### config.mk
export PLATFORM = sky130hd
export DESIGN_NAME = power_dec
export DESIGN_NICKNAME = d
export VERILOG_FILES = /design/src/verilog/fft_pkg.sv /design/src/verilog/power_dec.sv
export VERILOG_INCLUDE_DIRS = /design/src /design/src/verilog
export SDC_FILE = /design/constraint.sdc
export NUM_CORES = 1
export LEC_CHECK = 0
export ABC_AREA = 1
export BUFFER_PORTS_ARGS = -buffer_cell sky130_fd_sc_hd__buf_2
export CORE_AREA = 5 5 258 260
export DETAILED_ROUTE_END_ITERATION = 8
export DIE_AREA = 0 0 263 265
export SLEW_MARGIN = 10
export SYNTH_ARGS = -nofsm -noshare
export SYNTH_HDL_FRONTEND = slang
export SYNTH_SLANG_ARGS = --single-unit
### constraint.sdc
create_clock -name clk_fpga -period 1 [get_ports clk_fpga]
set_clock_uncertainty 0.1 [all_clocks]
set_input_delay 0.1 -clock clk_fpga [delete_from_list [all_inputs] [get_ports clk_fpga]]
set_output_delay 0.1 -clock clk_fpga [all_outputs]
set_load 0.005 [all_outputs]
### src/verilog/fft_power_dec_defines.svh
`ifndef FFT_POWER_DEC_DEFINES_SVH
`define FFT_POWER_DEC_DEFINES_SVH

// Frame and spectrum size
`define FFT_POINTS 32
`define FFT_BINS   17
`define FFT_STAGES 5

// Datapath widths
`define SAMPLE_W   8
`define BIN_W      16
`define PWR_W      35
`define DEC_W      4

// Twiddles are signed fixed point in which 256 stands for 1.0
`define TW_W       10
`define TW_SHIFT   8

`endif
### src/verilog/fft_pkg.sv
`default_nettype none

`include "fft_power_dec_defines.svh"

package fft_pkg;

    typedef logic signed [`SAMPLE_W-1:0] sample_t;
    typedef logic signed [`BIN_W-1:0]    bin_t;
    typedef logic signed [`TW_W-1:0]     tw_t;
    typedef logic        [`PWR_W-1:0]    pwr_t;
    typedef logic        [`DEC_W-1:0]    dec_t;

    // Quarter wave of the cosine holds round(256 * cos(2*pi*k/32)) for k = 0 to 8
    localparam tw_t COS_Q [0:8] = '{256, 251, 237, 213, 181, 142, 98, 50, 0};

    // Returns {cos, -sin} of W32^k for k = 0 to 15
    function automatic logic [2*`TW_W-1:0] twiddle_lookup(input int unsigned k);
        tw_t w_re;
        tw_t w_im;
        if (k <= 8) begin
            w_re = COS_Q[k];
            w_im = -COS_Q[8 - k];
        end else begin
            // Second quadrant mirrors the first
            w_re = -COS_Q[16 - k];
            w_im = -COS_Q[k - 8];
        end
        return {w_re, w_im};
    endfunction

endpackage

`default_nettype wire

### src/verilog/power_dec.sv
`timescale 1ns/100ps
`default_nettype none

`include "fft_power_dec_defines.svh"

module power_dec
    import fft_pkg::*;
(
    input  logic clk_fpga,
    input  logic arstb,
    input  logic rst_sync_i,
    input  logic freeze_i,
    input  logic pwr_valid_i,
    input  pwr_t pwr_i [`FFT_BINS],
    output logic dec_valid_o,
    output dec_t dec_o [`FFT_BINS]
);

    localparam int LVL_MAX = (1 << `DEC_W) - 1;

    // Level is half the position of the leading one and rises about 6 dB per step
    function automatic dec_t level_of(input pwr_t p);
        int top;
        top = 0;
        for (int n = 0; n < `PWR_W; n++) begin
            if (p[n]) begin
                top = n;
            end
        end
        if (top / 2 > LVL_MAX) begin
            return dec_t'(LVL_MAX);
        end
        return dec_t'(top / 2);
    endfunction

    logic update;

    assign update = pwr_valid_i && !freeze_i;

    always_ff @(posedge clk_fpga or negedge arstb) begin
        if (!arstb) begin
            dec_valid_o <= 1'b0;
            dec_o       <= '{default: '0};
        end else if (rst_sync_i) begin
            dec_valid_o <= 1'b0;
            dec_o       <= '{default: '0};
        end else begin
            dec_valid_o <= update;
            // A frozen display keeps the last levels
            if (update) begin
                for (int k = 0; k < `FFT_BINS; k++) begin
                    dec_o[k] <= level_of(pwr_i[k]);
                end
            end
        end
    end

endmodule

`default_nettype wire

==> results_dict.tcl <==
set metrics [dict create \
    startpoint_type "flip-flop" \
    port_buffers 634 \
    synthMuxAreaShare_pct 0 \
    start_util_pct 9.642 \
    rsz0062_at_grt "yes" \
    whs_ns -0.05649 \
    ys.flop_type "dfrtp_1" \
    power.total_w 0.01096 \
    cpPeakStageDelay_ns 0.42 \
    cp_cell_sequence "buf_2" \
    die-width_um 263 \
    critPathTopFamily "flip-flops" \
    pwr_density_cell_nw_per_um2 811.3 \
    clock_latency_ns 0.36 \
    p_switching_w 0.003489 \
    grt_overflow 0 \
    hold_viol 3 \
    cts_root_buf "clkbuf_16" \
    crit_end "dec_o[7]" \
    min_period_over_period_pct 113.6 \
    netlist_area_um2 6160 \
    wl_mm 39.87 \
    final_common_cell "buf_2" \
    die_h_um 265 \
    dr.pass1.iters 4 \
    ant_nets 0 \
    synth_top_area_share_pct 29.43 \
    required_ns 0.80 \
    path_clk_slew_ns 0.06 \
    violations "hold timing, setup timing" \
    synth_top_family_by_area "simple AND/OR/NAND/NOR gates" \
    power_leakage_nw 6.824 \
    htree_num_levels 3 \
    worstSetupPathType "reg -> out" \
    antenna_found_initial 7 \
    die_area_um2 69700 \
    grt_first_pass_wirelength_mm 57.00 \
    wl_per_cell_um 14.69 \
    worst-path-stages 1 \
    comb_power_share_pct 35.8 \
    cts_made_buffers 9 \
    cts_sinks 69 \
    syn_nets 1676 \
    ys_types 22 \
    fmax_mhz 880.2 \
    crit_start "dec_o[7]$_DFFE_PN0P_" \
    rr_worst_depth 3 \
    max_slew_margin_pct 76.88 \
    path_buf_inv 1 \
    slowest_stage "dfrtp_1" \
    swShare_pct 31.84 \
    first_global_vias 9798 \
    drv_slew 0 \
    tightest_slew_ns 0.3439 \
    synth-compound-area-share_pct 9.852 \
    async_flop_share_pct 100.0 \
    grtUsageTotal_pct 10.71 \
    worstReg2RegStart "dec_o[59]$_DFFE_PN0P_" \
    syn-instance-count 1076 \
    fin_crit_ns 1.136 \
    crit_arrival_ns 0.94 \
    synth_area_leaders "nand2_1, dfrtp_1, nor2_1, nor2_2, a21oi_1" \
    vias 9693 \
    setup_viol 76 \
    final.setup.worst_slack_ns -0.1361 \
    ir_drop_uv 765.3 \
    hold_class "in -> reg" \
    synthAdderAreaFrac_pct 0 \
    drc 0 \
    internal_power_w 0.007469 \
    path_max_fanout 2 \
    gp_congestion 1.035 \
    hold_buffers 11 \
    io_pins 669 \
    drtIter0Drc 364 \
    pwr-share-seq_pct 28.2 \
    end_kind "primary output" \
    area_growth_pct 119.3 \
    r2r-end "dec_o[59]$_DFFE_PN0P_" \
    synth_largest_area_cell "nand2_1" \
    hpwl_mm 34.60 \
    synthSimpleGateAreaFrac_pct 57.57 \
    reg2reg_slack_ns -0.02 \
    vias_per_cell 3.571 \
    core_area_um2 63880 \
    ys_ff_latch 69 \
    rows 93 \
    synth_edf_count 0 \
    outcome "complete, but fails checks" \
    fin_nets 2451 \
    clockPowerShare_pct 36.0 \
    syn_area_per_cell_um2 5.725 \
    seq_area_frac_synth_pct 28.03 \
    setup_tns_ns -5.736 \
    grt_max_degree 39 \
    synth-xor-area-share_pct 0 \
    ys_warn_count 0 \
    drive_gt1_share_pct 53.93 \
    drv_cap 0 \
    final_cell_mix "buf_2, nand2_1, nor2_1" \
    cts_buffer_depth 2 \
    cts_tree "yes" \
]
how the worst min path moves through the flow:
| stage | start | end | slack (ns) | cells after the start |
|---|---|---|---|---|
| 2_1_floorplan | arstb | dec_o[0]$_DFFE_PN0P_ | -0.30 | 0 |
| 4_1_cts | pwr_i[419] | dec_o[44]$_DFFE_PN0P_ | -0.11 | 5 |
| 6_report | pwr_i[419] | dec_o[44]$_DFFE_PN0P_ | -0.06 | 5 |
| 5_1_grt | pwr_i[416] | dec_o[44]$_DFFE_PN0P_ | -0.05 | 5 |
| 3_3_place_gp | arstb | dec_o[47]$_DFFE_PN0P_ | 0.007 | 2 |
| 3_5_place_dp | arstb | dec_o[47]$_DFFE_PN0P_ | 0.006 | 2 |
flip-flops by register name (all words and copies together), names as in the netlist:
name,count
dec_o,68
dec_valid_o,1
power groups by stage:
stage,clock network (W),registers [W],logic (W)
2_1_floorplan,0,0.00315,0.00106
3_3_place_gp,0,0.00314,0.00345
6_report,0.00394,0.00309,0.00392
5_1_grt,0.00430,0.00312,0.00432
4_1_cts,0.00426,0.00309,0.00368
3_5_place_dp,0,0.00314,0.00347
timing repair:
item	CTS	global route
setup buffers	24	23
hold endpoints to repair	85	4
gates cloned	0	0
resized for setup	46	145
pin swaps	7	112
endpoints found under the setup margin	78	107
stage by stage:
stage	cell area (um^2)	utilization (%)	worst slack, ns	hold WS (ns)	std cells
finish	13510	21.14	-0.1361	-0.05649	2714
global route	13500	21.13	-0.2192	-0.05076	2711
detailed placement	11940	18.69	-0.5133	0.005977	2640
floorplan	7004	-	-0.04901	-0.2956	1076
CTS	12740	19.94	-0.1986	-0.1116	2690
global placement	11940	18.69	-0.5266	0.007024	2640
Yosys cell counts, types with 10 or more instances:
cell / instances
dfrtp_1: 69
nor3_1: 17
nor2_1: 218
nor2_4: 12
nand2_1: 483
nor2_2: 40
o21ai_1: 37
a21oi_1: 45
a21o_1: 18
inv_1: 14
and2_1: 10
clkinv_1: 34
and3_1: 10
nor4_1: 31
area by class of cell:
| class | count | area, um^2 |
|---|---|---|
| antenna | 3 | 7.507 |
| clock buffer | 10 | 229.0 |
| clock inverter | 6 | 111.4 |
| fill | 7200 | 50380 |
| inverter | 56 | 501.7 |
| multi-input combinational | 938 | 4997 |
| sequential | 69 | 1727 |
| tap | 855 | 1070 |
| timing repair buffer | 777 | 4863 |
cell families after synthesis:
kind of cell,count (synthesis)
buffers and inverters,69
and+or+nand+nor,831
AOI/OAI and AO/OA,107
DFF,69
metal layers:
layer | global-route usage (%) | share of wire (%) | wire length, um
met5 | 0 | 0 | 0
met1 | 12.07 | 39 | 15480
met4 | 3.234 | 2.6 | 1052
met3 | 3.592 | 8.4 | 3335
met2 | 19.22 | 50 | 20010
worst min-delay path: stages:
cell	delay, ns
buf_2	0.08
nor3b_2	0.04
nand2_1	0.06
nand2_1	0.04
nand2_1	0.04
(Power assumes the default switching activity.)
